File: config.mk
export PLATFORM = sky130hd
export DESIGN_NAME = dsp_file_engine
export DESIGN_NICKNAME = d
export VERILOG_FILES = /design/src/design/dsp_bus_pkg.sv /design/src/design/file_desc_pkg.sv /design/src/design/desc_if.sv /design/src/design/byte_lane_steer.sv /design/src/design/file_descriptor_regs.sv /design/src/design/file_sequencer.sv /design/src/design/dsp_file_engine.sv
export SDC_FILE = /design/constraint.sdc
export NUM_CORES = 1
export LEC_CHECK = 0
export BUFFER_PORTS_ARGS = -buffer_cell sky130_fd_sc_hd__buf_2
export CAP_MARGIN = 10
export CORE_UTILIZATION = 52
export CTS_CLUSTER_DIAMETER = 150
export DETAILED_ROUTE_END_ITERATION = 8
export PLACE_DENSITY = 0.79
export SYNTH_ARGS = -nofsm -noshare
export SYNTH_HDL_FRONTEND = slang
export SYNTH_HIERARCHICAL = 1
export SYNTH_SLANG_ARGS = --single-unit
export TNS_END_PERCENT = 50
File: constraint.sdc
create_clock -name wb_clk -period 6.4 [get_ports wb_clk]
set_input_delay 0.32 -clock wb_clk [delete_from_list [all_inputs] [get_ports wb_clk]]
set_output_delay 0.32 -clock wb_clk [all_outputs]
set_load 0.02 [all_outputs]
File: src/design/dsp_bus_pkg.sv
`default_nettype none

package dsp_bus_pkg;

   localparam int addr_w = 32;
   localparam int data_w = 32;
   localparam int lanes  = data_w / 8;
   localparam int lane_w = 8;                 // bits per byte lane

   typedef logic [addr_w-1:0] addr_t;
   typedef logic [data_w-1:0] data_t;
   typedef logic [lanes-1:0]  byte_sel_t;

   localparam byte_sel_t sel_full    = '1;
   localparam byte_sel_t sel_none    = '0;
   localparam byte_sel_t sel_lo_half = 4'b0011;  // shifted up for the upper half
   localparam byte_sel_t sel_byte0   = 4'b0001;

endpackage

`default_nettype wire

File: src/design/file_desc_pkg.sv
`default_nettype none

package file_desc_pkg;

   // file n descriptor lives at file_region_base + desc_stride * n
   localparam dsp_bus_pkg::addr_t file_region_base = 32'h0000_0400;
   localparam int desc_stride = 32;

   typedef logic [7:0] file_num_t;

   typedef enum logic [2:0] {
      fld_start   = 3'd0,
      fld_end     = 3'd1,
      fld_rd_ptr  = 3'd2,
      fld_wr_ptr  = 3'd3,
      fld_status  = 3'd4,
      fld_control = 3'd5
   } desc_field_e;

   // byte offsets inside a descriptor
   localparam dsp_bus_pkg::addr_t off_start   = 32'h00;
   localparam dsp_bus_pkg::addr_t off_end     = 32'h04;
   localparam dsp_bus_pkg::addr_t off_rd_ptr  = 32'h08;
   localparam dsp_bus_pkg::addr_t off_wr_ptr  = 32'h0C;
   localparam dsp_bus_pkg::addr_t off_status  = 32'h10;
   localparam dsp_bus_pkg::addr_t off_control = 32'h14;

   typedef enum logic [1:0] {
      size_word  = 2'd0,
      size_hword = 2'd1,
      size_byte  = 2'd2,
      size_undef = 2'd3
   } data_size_e;

   localparam int ctrl_size_lsb   = 0;  // control[1:0]
   localparam int status_wrap_bit = 0;  // sticky

endpackage

`default_nettype wire

File: src/design/desc_if.sv
`timescale 1ns/10ps
`default_nettype none

interface desc_if;
   import dsp_bus_pkg::*;
   import file_desc_pkg::*;

   // sequencer side
   logic        cap_en;
   desc_field_e cap_field;
   data_t       cap_data;
   logic        adv_rd;
   logic        adv_wr;
   logic        load_start;

   // register block side
   addr_t       start_addr;
   addr_t       end_addr;
   addr_t       rd_ptr;
   addr_t       wr_ptr;
   data_t       status;
   data_size_e  data_size;

   modport seq (
      output cap_en, cap_field, cap_data, adv_rd, adv_wr, load_start,
      input  start_addr, end_addr, rd_ptr, wr_ptr, status, data_size
   );

   modport regs (
      input  cap_en, cap_field, cap_data, adv_rd, adv_wr, load_start,
      output start_addr, end_addr, rd_ptr, wr_ptr, status, data_size
   );

endinterface

`default_nettype wire

File: src/design/byte_lane_steer.sv
`timescale 1ns/10ps
`default_nettype none

module byte_lane_steer (
   input  file_desc_pkg::data_size_e data_size,
   input  dsp_bus_pkg::addr_t        lane_addr,
   input  dsp_bus_pkg::data_t        lane_wdata,
   output dsp_bus_pkg::byte_sel_t    lane_sel,
   output dsp_bus_pkg::data_t        lane_data,
   output logic [2:0]                lane_incr
);
   import dsp_bus_pkg::*;
   import file_desc_pkg::*;

   always_comb begin
      lane_sel  = sel_none;
      lane_data = '0;
      lane_incr = 3'd0;
      case (data_size)
         size_word: begin
            lane_sel  = sel_full;
            lane_data = lane_wdata;
            lane_incr = 3'd4;
         end
         size_hword: begin
            // low half of the element goes to the half picked by addr[1]
            lane_sel  = sel_lo_half << {lane_addr[1], 1'b0};
            lane_data = data_t'(lane_wdata[2*lane_w-1:0]) << (2 * lane_w * lane_addr[1]);
            lane_incr = 3'd2;
         end
         size_byte: begin
            lane_sel  = sel_byte0 << lane_addr[1:0];
            lane_data = data_t'(lane_wdata[lane_w-1:0]) << (lane_w * lane_addr[1:0]);
            lane_incr = 3'd1;
         end
         default: begin
            lane_sel  = sel_none;   // undefined size, nothing moves
            lane_incr = 3'd0;
         end
      endcase
   end

endmodule

`default_nettype wire

File: src/design/file_descriptor_regs.sv
`timescale 1ns/10ps
`default_nettype none

module file_descriptor_regs (
   input  logic       wb_clk,
   input  logic       reset_file,
   desc_if.regs       d,
   input  logic [2:0] lane_incr
);
   import dsp_bus_pkg::*;
   import file_desc_pkg::*;

   addr_t start_q;
   addr_t end_q;
   addr_t rd_q;
   addr_t wr_q;
   data_t status_q;
   data_t control_q;

   always_ff @(posedge wb_clk) begin
      if (reset_file) begin
         start_q   <= '0;
         end_q     <= '0;
         rd_q      <= '0;
         wr_q      <= '0;
         status_q  <= '0;
         control_q <= '0;
      end else begin
         if (d.cap_en) begin
            case (d.cap_field)
               fld_start:   start_q   <= d.cap_data;
               fld_end:     end_q     <= d.cap_data;
               fld_rd_ptr:  rd_q      <= d.cap_data;
               fld_wr_ptr:  wr_q      <= d.cap_data;
               fld_status:  status_q  <= d.cap_data;
               fld_control: control_q <= d.cap_data;
               default: ;
            endcase
         end

         if (d.load_start) begin   // file reset
            rd_q <= start_q;
            wr_q <= start_q;
         end

         if (d.adv_rd) begin
            if (rd_q >= end_q) begin
               rd_q <= start_q;
               status_q[status_wrap_bit] <= 1'b1;
            end else begin
               rd_q <= rd_q + addr_t'(lane_incr);
            end
         end

         if (d.adv_wr) begin
            if (wr_q >= end_q) begin
               wr_q <= start_q;
               status_q[status_wrap_bit] <= 1'b1;
            end else begin
               wr_q <= wr_q + addr_t'(lane_incr);
            end
         end
      end
   end

   assign d.start_addr = start_q;
   assign d.end_addr   = end_q;
   assign d.rd_ptr     = rd_q;
   assign d.wr_ptr     = wr_q;
   assign d.status     = status_q;
   assign d.data_size  = data_size_e'(control_q[ctrl_size_lsb +: 2]);

   // one command moves only one pointer
   assert property (@(posedge wb_clk) disable iff (reset_file) !(d.adv_rd && d.adv_wr))
      else $error("read and write pointer advanced together");

endmodule

`default_nettype wire

File: src/design/file_sequencer.sv
`timescale 1ns/10ps
`default_nettype none

module file_sequencer (
   input  logic                      wb_clk,
   input  logic                      reset_file,
   input  file_desc_pkg::file_num_t  file_num,
   input  logic                      file_read,
   input  logic                      file_write,
   input  logic                      file_reset,
   input  dsp_bus_pkg::data_t        file_write_data,
   input  dsp_bus_pkg::addr_t        file_rd_ptr_offset,
   input  logic                      ram_read,
   input  dsp_bus_pkg::addr_t        ram_address,
   input  logic                      hold_rd_ptr,
   input  dsp_bus_pkg::data_t        data_rd,
   input  logic                      active,
   output dsp_bus_pkg::data_t        file_read_data,
   output logic                      file_active,
   output logic                      ram_active,
   output dsp_bus_pkg::data_t        ram_read_data,
   output dsp_bus_pkg::addr_t        address,
   output logic                      start,
   output dsp_bus_pkg::byte_sel_t    selection,
   output logic                      write,
   output dsp_bus_pkg::data_t        data_wr,
   output dsp_bus_pkg::addr_t        rd_ptr,
   output dsp_bus_pkg::addr_t        wr_ptr,
   desc_if.seq                       d,
   input  dsp_bus_pkg::byte_sel_t    lane_sel,
   input  dsp_bus_pkg::data_t        lane_data,
   output dsp_bus_pkg::addr_t        lane_addr,
   output dsp_bus_pkg::data_t        lane_wdata
);
   import dsp_bus_pkg::*;
   import file_desc_pkg::*;

   typedef enum logic [3:0] {
      st_idle, st_load_req, st_load_done, st_data_rd_req, st_data_rd_done,
      st_data_wr_req, st_data_wr_done, st_status_req, st_status_done,
      st_ptr_req, st_ptr_done, st_file_reset, st_ram_req, st_ram_done
   } state_e;

   typedef enum logic [1:0] {cmd_read, cmd_write, cmd_reset} cmd_e;

   state_e      state;
   cmd_e        cmd_q;
   desc_field_e cur_field;
   addr_t       desc_base;
   data_t       wdata_q;
   addr_t       rd_addr;
   addr_t       req_addr;
   byte_sel_t   req_sel;
   logic        req_write;
   data_t       req_data;
   logic        is_req;

   function automatic addr_t field_off(desc_field_e f);
      case (f)
         fld_start:   return off_start;
         fld_end:     return off_end;
         fld_rd_ptr:  return off_rd_ptr;
         fld_wr_ptr:  return off_wr_ptr;
         fld_status:  return off_status;
         default:     return off_control;
      endcase
   endfunction

   // offset read bypasses the stored read pointer
   assign rd_addr    = (file_rd_ptr_offset != '0) ? d.start_addr + file_rd_ptr_offset : d.rd_ptr;
   assign lane_addr  = (cmd_q == cmd_write) ? d.wr_ptr : rd_addr;
   assign lane_wdata = wdata_q;
   assign rd_ptr     = d.rd_ptr;
   assign wr_ptr     = d.wr_ptr;

   assign d.cap_en     = (state == st_load_done) && !active;
   assign d.cap_field  = cur_field;
   assign d.cap_data   = data_rd;
   assign d.adv_rd     = (state == st_data_rd_req) && active && (file_rd_ptr_offset == '0);
   assign d.adv_wr     = (state == st_data_wr_req) && active;
   assign d.load_start = (state == st_file_reset);

   always_comb begin
      req_addr  = desc_base + field_off(cur_field);
      req_sel   = sel_full;
      req_write = 1'b0;
      req_data  = '0;
      is_req    = 1'b1;
      case (state)
         st_load_req: ;
         st_data_rd_req: begin
            req_addr = rd_addr;
            req_sel  = lane_sel;
         end
         st_data_wr_req: begin
            req_addr  = d.wr_ptr;
            req_sel   = lane_sel;
            req_write = 1'b1;
            req_data  = lane_data;
            is_req    = (lane_sel != sel_none);  // undefined size skips the store
         end
         st_status_req: begin
            req_write = 1'b1;
            req_data  = d.status;
         end
         st_ptr_req: begin
            req_write = 1'b1;
            req_data  = (cur_field == fld_rd_ptr) ? d.rd_ptr : d.wr_ptr;
         end
         st_ram_req: req_addr = ram_address;
         default: is_req = 1'b0;
      endcase
   end

   always_ff @(posedge wb_clk) begin
      if (reset_file) begin
         state       <= st_idle;
         cmd_q       <= cmd_read;
         cur_field   <= fld_start;
         start       <= 1'b0;
         write       <= 1'b0;
         file_active <= 1'b0;
         ram_active  <= 1'b0;
      end else begin
         if (is_req) begin
            start <= !active;                 // held until the slave answers
            write <= !active && req_write;
         end
         case (state)
            st_idle: begin
               cur_field <= fld_start;
               if (file_reset || file_read || file_write) begin
                  file_active <= 1'b1;
                  state       <= st_load_req;
                  if (file_reset) cmd_q <= cmd_reset;
                  else if (file_read) cmd_q <= cmd_read;
                  else cmd_q <= cmd_write;
               end else if (ram_read) begin
                  state <= st_ram_req;
               end
            end
            st_load_req: if (active) state <= st_load_done;
            st_load_done: begin
               if (!active) begin
                  if (cur_field != fld_control) begin
                     cur_field <= desc_field_e'(cur_field + 3'd1);
                     state     <= st_load_req;
                  end else begin
                     case (cmd_q)
                        cmd_reset: state <= st_file_reset;
                        cmd_read:  state <= st_data_rd_req;
                        default:   state <= st_data_wr_req;
                     endcase
                  end
               end
            end
            st_data_rd_req: if (active) state <= st_data_rd_done;
            st_data_rd_done: begin
               if (!active) begin
                  cur_field <= fld_status;
                  state     <= st_status_req;
               end
            end
            st_data_wr_req: begin
               if (lane_sel == sel_none) begin
                  cur_field <= fld_status;
                  state     <= st_status_req;
               end else if (active) begin
                  state <= st_data_wr_done;
               end
            end
            st_data_wr_done: begin
               if (!active) begin
                  cur_field <= fld_status;
                  state     <= st_status_req;
               end
            end
            st_status_req: if (active) state <= st_status_done;
            st_status_done: begin
               if (!active) begin
                  if (cmd_q == cmd_read && hold_rd_ptr) begin
                     file_active <= 1'b0;
                     state       <= st_idle;
                  end else begin
                     cur_field <= (cmd_q == cmd_read) ? fld_rd_ptr : fld_wr_ptr;
                     state     <= st_ptr_req;
                  end
               end
            end
            st_ptr_req: if (active) state <= st_ptr_done;
            st_ptr_done: begin
               if (!active) begin
                  if (cmd_q == cmd_reset && cur_field == fld_rd_ptr) begin
                     cur_field <= fld_wr_ptr;   // reset writes back both pointers
                     state     <= st_ptr_req;
                  end else begin
                     file_active <= 1'b0;
                     state       <= st_idle;
                  end
               end
            end
            st_file_reset: begin
               cur_field <= fld_rd_ptr;
               state     <= st_ptr_req;
            end
            st_ram_req: begin
               if (active) begin
                  ram_active <= 1'b1;
                  state      <= st_ram_done;
               end
            end
            st_ram_done: begin
               if (!active) begin
                  ram_active <= 1'b0;
                  state      <= st_idle;
               end
            end
            default: state <= st_idle;
         endcase
      end
   end

   always_ff @(posedge wb_clk) begin
      if (is_req && !active) begin
         address   <= req_addr;
         selection <= req_sel;
         data_wr   <= req_data;
      end
      if (state == st_idle) begin   // latched with the command
         desc_base <= file_region_base + addr_t'(desc_stride) * addr_t'(file_num);
         wdata_q   <= file_write_data;
      end
      if (state == st_data_rd_done && !active) file_read_data <= data_rd;
      if (state == st_ram_done && !active) ram_read_data <= data_rd;
   end

   assert property (@(posedge wb_clk) disable iff (reset_file) (start && write) |-> selection != '0)
      else $error("write started with no byte lanes");

endmodule

`default_nettype wire

File: src/design/dsp_file_engine.sv
`timescale 1ns/10ps
`default_nettype none

module dsp_file_engine (
   input  logic                      wb_clk,
   input  logic                      reset_file,
   input  file_desc_pkg::file_num_t  file_num,
   input  logic                      file_read,
   input  logic                      file_write,
   input  logic                      file_reset,
   input  dsp_bus_pkg::data_t        file_write_data,
   input  dsp_bus_pkg::addr_t        file_rd_ptr_offset,
   input  logic                      ram_read,
   input  dsp_bus_pkg::addr_t        ram_address,
   input  logic                      hold_rd_ptr,
   input  dsp_bus_pkg::data_t        data_rd,
   input  logic                      active,
   output dsp_bus_pkg::data_t        file_read_data,
   output logic                      file_active,
   output logic                      ram_active,
   output dsp_bus_pkg::data_t        ram_read_data,
   output dsp_bus_pkg::addr_t        address,
   output logic                      start,
   output dsp_bus_pkg::byte_sel_t    selection,
   output logic                      write,
   output dsp_bus_pkg::data_t        data_wr,
   output dsp_bus_pkg::addr_t        rd_ptr,
   output dsp_bus_pkg::addr_t        wr_ptr
);
   import dsp_bus_pkg::*;

   byte_sel_t  lane_sel;
   data_t      lane_data;
   addr_t      lane_addr;
   data_t      lane_wdata;
   logic [2:0] lane_incr;

   desc_if dif ();

   file_sequencer i_file_sequencer (
      .wb_clk             (wb_clk),
      .reset_file         (reset_file),
      .file_num           (file_num),
      .file_read          (file_read),
      .file_write         (file_write),
      .file_reset         (file_reset),
      .file_write_data    (file_write_data),
      .file_rd_ptr_offset (file_rd_ptr_offset),
      .ram_read           (ram_read),
      .ram_address        (ram_address),
      .hold_rd_ptr        (hold_rd_ptr),
      .data_rd            (data_rd),
      .active             (active),
      .file_read_data     (file_read_data),
      .file_active        (file_active),
      .ram_active         (ram_active),
      .ram_read_data      (ram_read_data),
      .address            (address),
      .start              (start),
      .selection          (selection),
      .write              (write),
      .data_wr            (data_wr),
      .rd_ptr             (rd_ptr),
      .wr_ptr             (wr_ptr),
      .d                  (dif.seq),
      .lane_sel           (lane_sel),
      .lane_data          (lane_data),
      .lane_addr          (lane_addr),
      .lane_wdata         (lane_wdata)
   );

   file_descriptor_regs i_file_descriptor_regs (
      .wb_clk     (wb_clk),
      .reset_file (reset_file),
      .d          (dif.regs),
      .lane_incr  (lane_incr)
   );

   byte_lane_steer i_byte_lane_steer (
      .data_size  (dif.data_size),
      .lane_addr  (lane_addr),
      .lane_wdata (lane_wdata),
      .lane_sel   (lane_sel),
      .lane_data  (lane_data),
      .lane_incr  (lane_incr)
   );

endmodule

`default_nettype wire

# Word level (Yosys, flattened, before mapping)
# Index checks and enable logic that the tools add are counted.
# Widths: inputs -> output; s select.
[totals]
ff_bits = 371
elab_cells = 185
output_inout_bits = 200
inputBits = 144
[op_classes]
add_sub_neg = 6
mux = 67
eq_ne = 42
reduce_logical = 43
n_lt_le_gt_ge = 2
shifts = 4
[ops]
columns = ["cell", "count"]
rows = [
  ["$mux 32", 12],
  ["$pmux 32 s3", 3],
  ["$mux 4", 17],
  ["$add 32x3->32", 2],
  ["$ge 32x32->1", 2],
  ["$pmux 4 s13", 1],
  ["$add 32x32->32", 1],
  ["$add 32x5->32", 1],
  ["$logic_not 32->1", 1],
  ["$reduce_bool 32->1", 1],
  ["$shl 16x5->32", 1],
  ["$shl 8x5->32", 1],
  ["$ne 2x2->1 const B", 14],
  ["$pmux 5 s5", 1],
  ["$eq 4x4->1 const B", 6],
  ["$mux 3", 8],
  ["$pmux 3 s7", 1],
  ["$eq 4x3->1 const B", 4],
  ["$mux 1", 16],
  ["$reduce_bool 3->1", 5],
  ["$add 11x13->14 const A", 1],
  ["$reduce_and 2->1", 7],
  ["$pmux 4 s3", 1],
  ["$reduce_and 12->1", 1],
  ["33 further kinds", 56],
]

# Depth between registers and ports, before layout
[depth]
depth_word = 8
mapped_depth = 19
depth_no_buf = 16

# By module
# The synthesis kept the hierarchy.
[by_module_without_submodules]
columns = ["mod", "instances", "cells_each", "seq_area_each_um2", "area_per_inst_um2"]
rows = [
  ["file_sequencer", 1, 1045, 5455.2, 10938.0],
  ["file_descriptor_regs", 1, 1273, 3243.1, 9446.6],
  ["byte_lane_steer", 1, 81, 0.0, 550.5],
]

# Worst setup path before layout
# Ideal clock, no wire load.
[synth_timing]
kind = "input -> register"
startpoint = "input file_rd_ptr_offset[25]"
endpoint = "register i_file_sequencer.state[0]"
t_required_ns = 6.309
stages = 18
path_buffers = 4
arrival_ns = 6.532
setup_slack_ns = -0.223
setup_ns = 0.091
path_cell_list = "nor4_1 > nand4_1 > or2_2 > clkbuf_1 > clkbuf_1 > nand2_1 > o21ai_0 > o21ai_0 > buf_2 > buf_2 > a21o_1 > nor4_1 > nor2b_1 > o22ai_1 > a21oi_1 > nor2_1 > nor2_1 > a311oi_1"
[synth_via]
elab_chain_cells = 8
word_cells_on_any_way = 11
classes_between = "eq/ne: 1; shift: 2; mux: 5; reduce/logical: 3"
[synth_rtl]
columns = ["item", "line_no", "rtl"]
rows = [
  ["start: declaration", "dsp_file_engine.sv:12", "input dsp_bus_pkg::addr_t file_rd_ptr_offset,"],
  ["$reduce_bool 32->1 (*)", "file_sequencer.sv:70", "assign rd_addr = (file_rd_ptr_offset != '0) ? d.start_addr + file_rd_ptr_offset : d.rd_ptr;"],
  ["$mux 32 (*)", "file_sequencer.sv:70", ""],
  ["$mux 2 (*)", "file_sequencer.sv:71", "assign lane_addr = (cmd_q == cmd_write) ? d.wr_ptr : rd_addr;"],
  ["net lane_addr[1]", "dsp_file_engine.sv:34", "addr_t lane_addr;"],
  ["$shl 2x2->4 / $shl 1x2->4 (equally long branches)", "byte_lane_steer.sv:27, byte_lane_steer.sv:32", ""],
  ["$pmux 4 s3 (*)", "byte_lane_steer.sv:19", "case (data_size)"],
  ["net lane_sel[3]", "dsp_file_engine.sv:32", "byte_sel_t lane_sel;"],
  ["$logic_not 4->1 (*)", "file_sequencer.sv:165", "if (lane_sel == sel_none) begin"],
  ["$ne 3x3->1 (no source line) / $mux 4 (equally long branches)", "-", ""],
  ["$reduce_and 12->1 (no source line) / $pmux 4 s13 (equally long branches)", "-", ""],
  ["end signal: assignment", "file_sequencer.sv:167", "state <= st_status_req;"],
  ["end signal: assignment", "file_sequencer.sv:169", "state <= st_data_wr_done;"],
  ["end signal: assignment", "file_sequencer.sv:175", "state <= st_status_req;"],
  ["end: declaration", "file_sequencer.sv:46", "state_e state;"],
]
# Mark *: on every way through the listed nets, which the timed path passes. The rest lies on a longest branch.
# A chain may end at the register's enable or synchronous reset.

# Worst setup path in the final report
[layout_timing]
startpoint = "input file_rd_ptr_offset[24]"
endpoint = "register i_file_sequencer.state[0]"
# The elaborated chain is that of the path after synthesis.

==> flow_summary.ini <==
[status]
outcome = complete, no violations

[sta]
relSlewSlack_pct = 17.05
fin_worst_skew_ps = 35.67
setup_viol = 0
hold_viol = 0
holdWs_ps = 23.62
worstMarginPinSlew_ps = 1241
period_needed_ps = 4751
min_period_over_period_pct = 74.23
drv_slew = 0
fin_ws_ps = 1649
tns_ps = 0
fmax_mhz = 210.5
rsz0062_at_grt = false

[clock_network]
clockRootBuffer = clkbuf_16
numCtsBuffers = 40
h-tree-depth = 2
cts_sinks = 348
cts-resized-gates = 0
cts_buffer_depth = 3
insertion_delay_ps = 590
cts_tree = done
path_clk_slew_ps = 60

[placement]
dp_cells = 2993
dpl_worst_slack_ps = 1094
port_buffers = 343
gp_congestion = 1.016
place_hpwl_um = 58790

[drt]
wl_per_cell_um = 25.84
vias = 20140
dr.first_iter.drc_count = 2497
vias_per_cell = 6.482
wl_um = 80270
drtAntennaViolNets = 0
drc = 0
dr.pass1.iters = 7

[yosys]
ys_warn_count = 6
synth.avg_cell_area_um2 = 8.848
syn_inst = 2327
synth_nets = 2581
syn-cell-area_um2 = 20590

[power_and_ir_drop]
max-vdd-ir-drop_mv = 0.2375
p_leak_nw = 9.091
power.density_nw_per_um2 = 318.7

[finish]
final_nets = 2811
final_common_cell = nand2_1
fillers = 3393
syn2layout_area_growth_pct = 15.54
stdcell_count = 3107
mostFrequentLayoutCells = nand2_1 (375), buf_2 (342), a21oi_1 (205)
drive_gt1_share_pct = 19.08
final_core_util_pct = 61.27
n_antenna_cell = 0

[floorplanning]
ios = 344
die_h_um = 201.0
fp-row-count = 72
coreArea_um2 = 38830
dieArea_um2 = 40400
start_util_pct = 53.03
die_w_um = 201.0

[worst_hold_path]
hold_path_class = in -> reg

[global_route]
antenna_found_initial = 1
grt_pass1_vias = 18972
grt_overflow_total = 0
grt_pass1_wl_um = 117700
grt_max_degree = 70
grt_usage_pct = 38.52

[job]
max_cap_violations = 0

[worst_setup_path]
crit_required_ps = 6890
path_class = in -> reg
arrival_ps = 5240
critPathLaunchType = primary input
worst-path-max-fanout = 37
cp-end-kind = flip-flop
per-layer routing:
layer  vias up  wire, µm  track usage [%]
li1       8848         -                -
met1      9562     31060            52.43
met2      1510     33490            55.99
met3       218     11500            11.07
met4         2      4175            18.57
met5         -        50                0
layout make-up:
type	instances	area [µm²]	area share (%)
Clock buffer	54	1146	4.818
Clock inverter	20	220.2	0.9257
Inverter	76	285.3	1.199
Multi-Input combinational cell	1673	10360	43.55
Sequential cell	348	8698	36.56
Tap cell	518	648.1	2.724
Timing Repair Buffer	418	2430	10.21
power breakdown:
group          switching (mW)  internal (mW)
Clock                   0.993           1.39
Sequential              0.368           2.74
Combinational            1.39          0.702
sequential cells by signal, indices dropped and copies added (netlist names), 32 cells and up:
signal,cells
i_file_sequencer/data_wr,32
i_file_sequencer/ram_read_data,32
i_file_descriptor_regs/d.start_addr,32
i_file_descriptor_regs/d.rd_ptr,32
i_file_sequencer/lane_wdata,32
i_file_sequencer/address,32
i_file_sequencer/file_read_data,32
i_file_descriptor_regs/d.status,32
i_file_descriptor_regs/d.wr_ptr,32
i_file_descriptor_regs/d.end_addr,32
worst max-delay path: stages:
cell and delay [ps]:
buf_2 120, nor4_1 420, nand4_1 320, or2_2 370
buf_4 270, nand2_1 130, o21ai_0 140, o21ai_1 180
buf_4 250, inv_1 140, a21o_1 320, nor4_1 450
nor2b_1 230, o22ai_1 110, a21oi_1 410, nor2_4 270
nor2_1 410, nor2_1 70, a311oi_1 270
worst paths after layout:
path | startpoint | end | slack (ps) | cells after the start
max reg2reg | i_file_descriptor_regs/d.start_addr[0] | i_file_sequencer/state[0] | 1790 | 17
min | file_num[5] | i_file_sequencer/desc_base[10] | 20 | 2
max | file_rd_ptr_offset[24] | i_file_sequencer/state[0] | 1650 | 19
min reg2reg | i_file_descriptor_regs/d.end_addr[3] | i_file_descriptor_regs/d.end_addr[3] | 450 | 2
through the flow:
stage / cell area (µm²) / total power, mW
after floorplan: 20590 / 4.401
after global placement: 21990 / 5.088
after global routing: 23790 / 7.830
final: 23790 / 7.580
after CTS: 23730 / 7.519
after detailed placement: 21990 / 5.125
repair_timing:
item                                   4_1_cts  5_1_grt
hold buffers                                38        0
endpoints found under the hold margin       38        0
setup buffers                                0        0
Power figures use the tool's default switching activity.
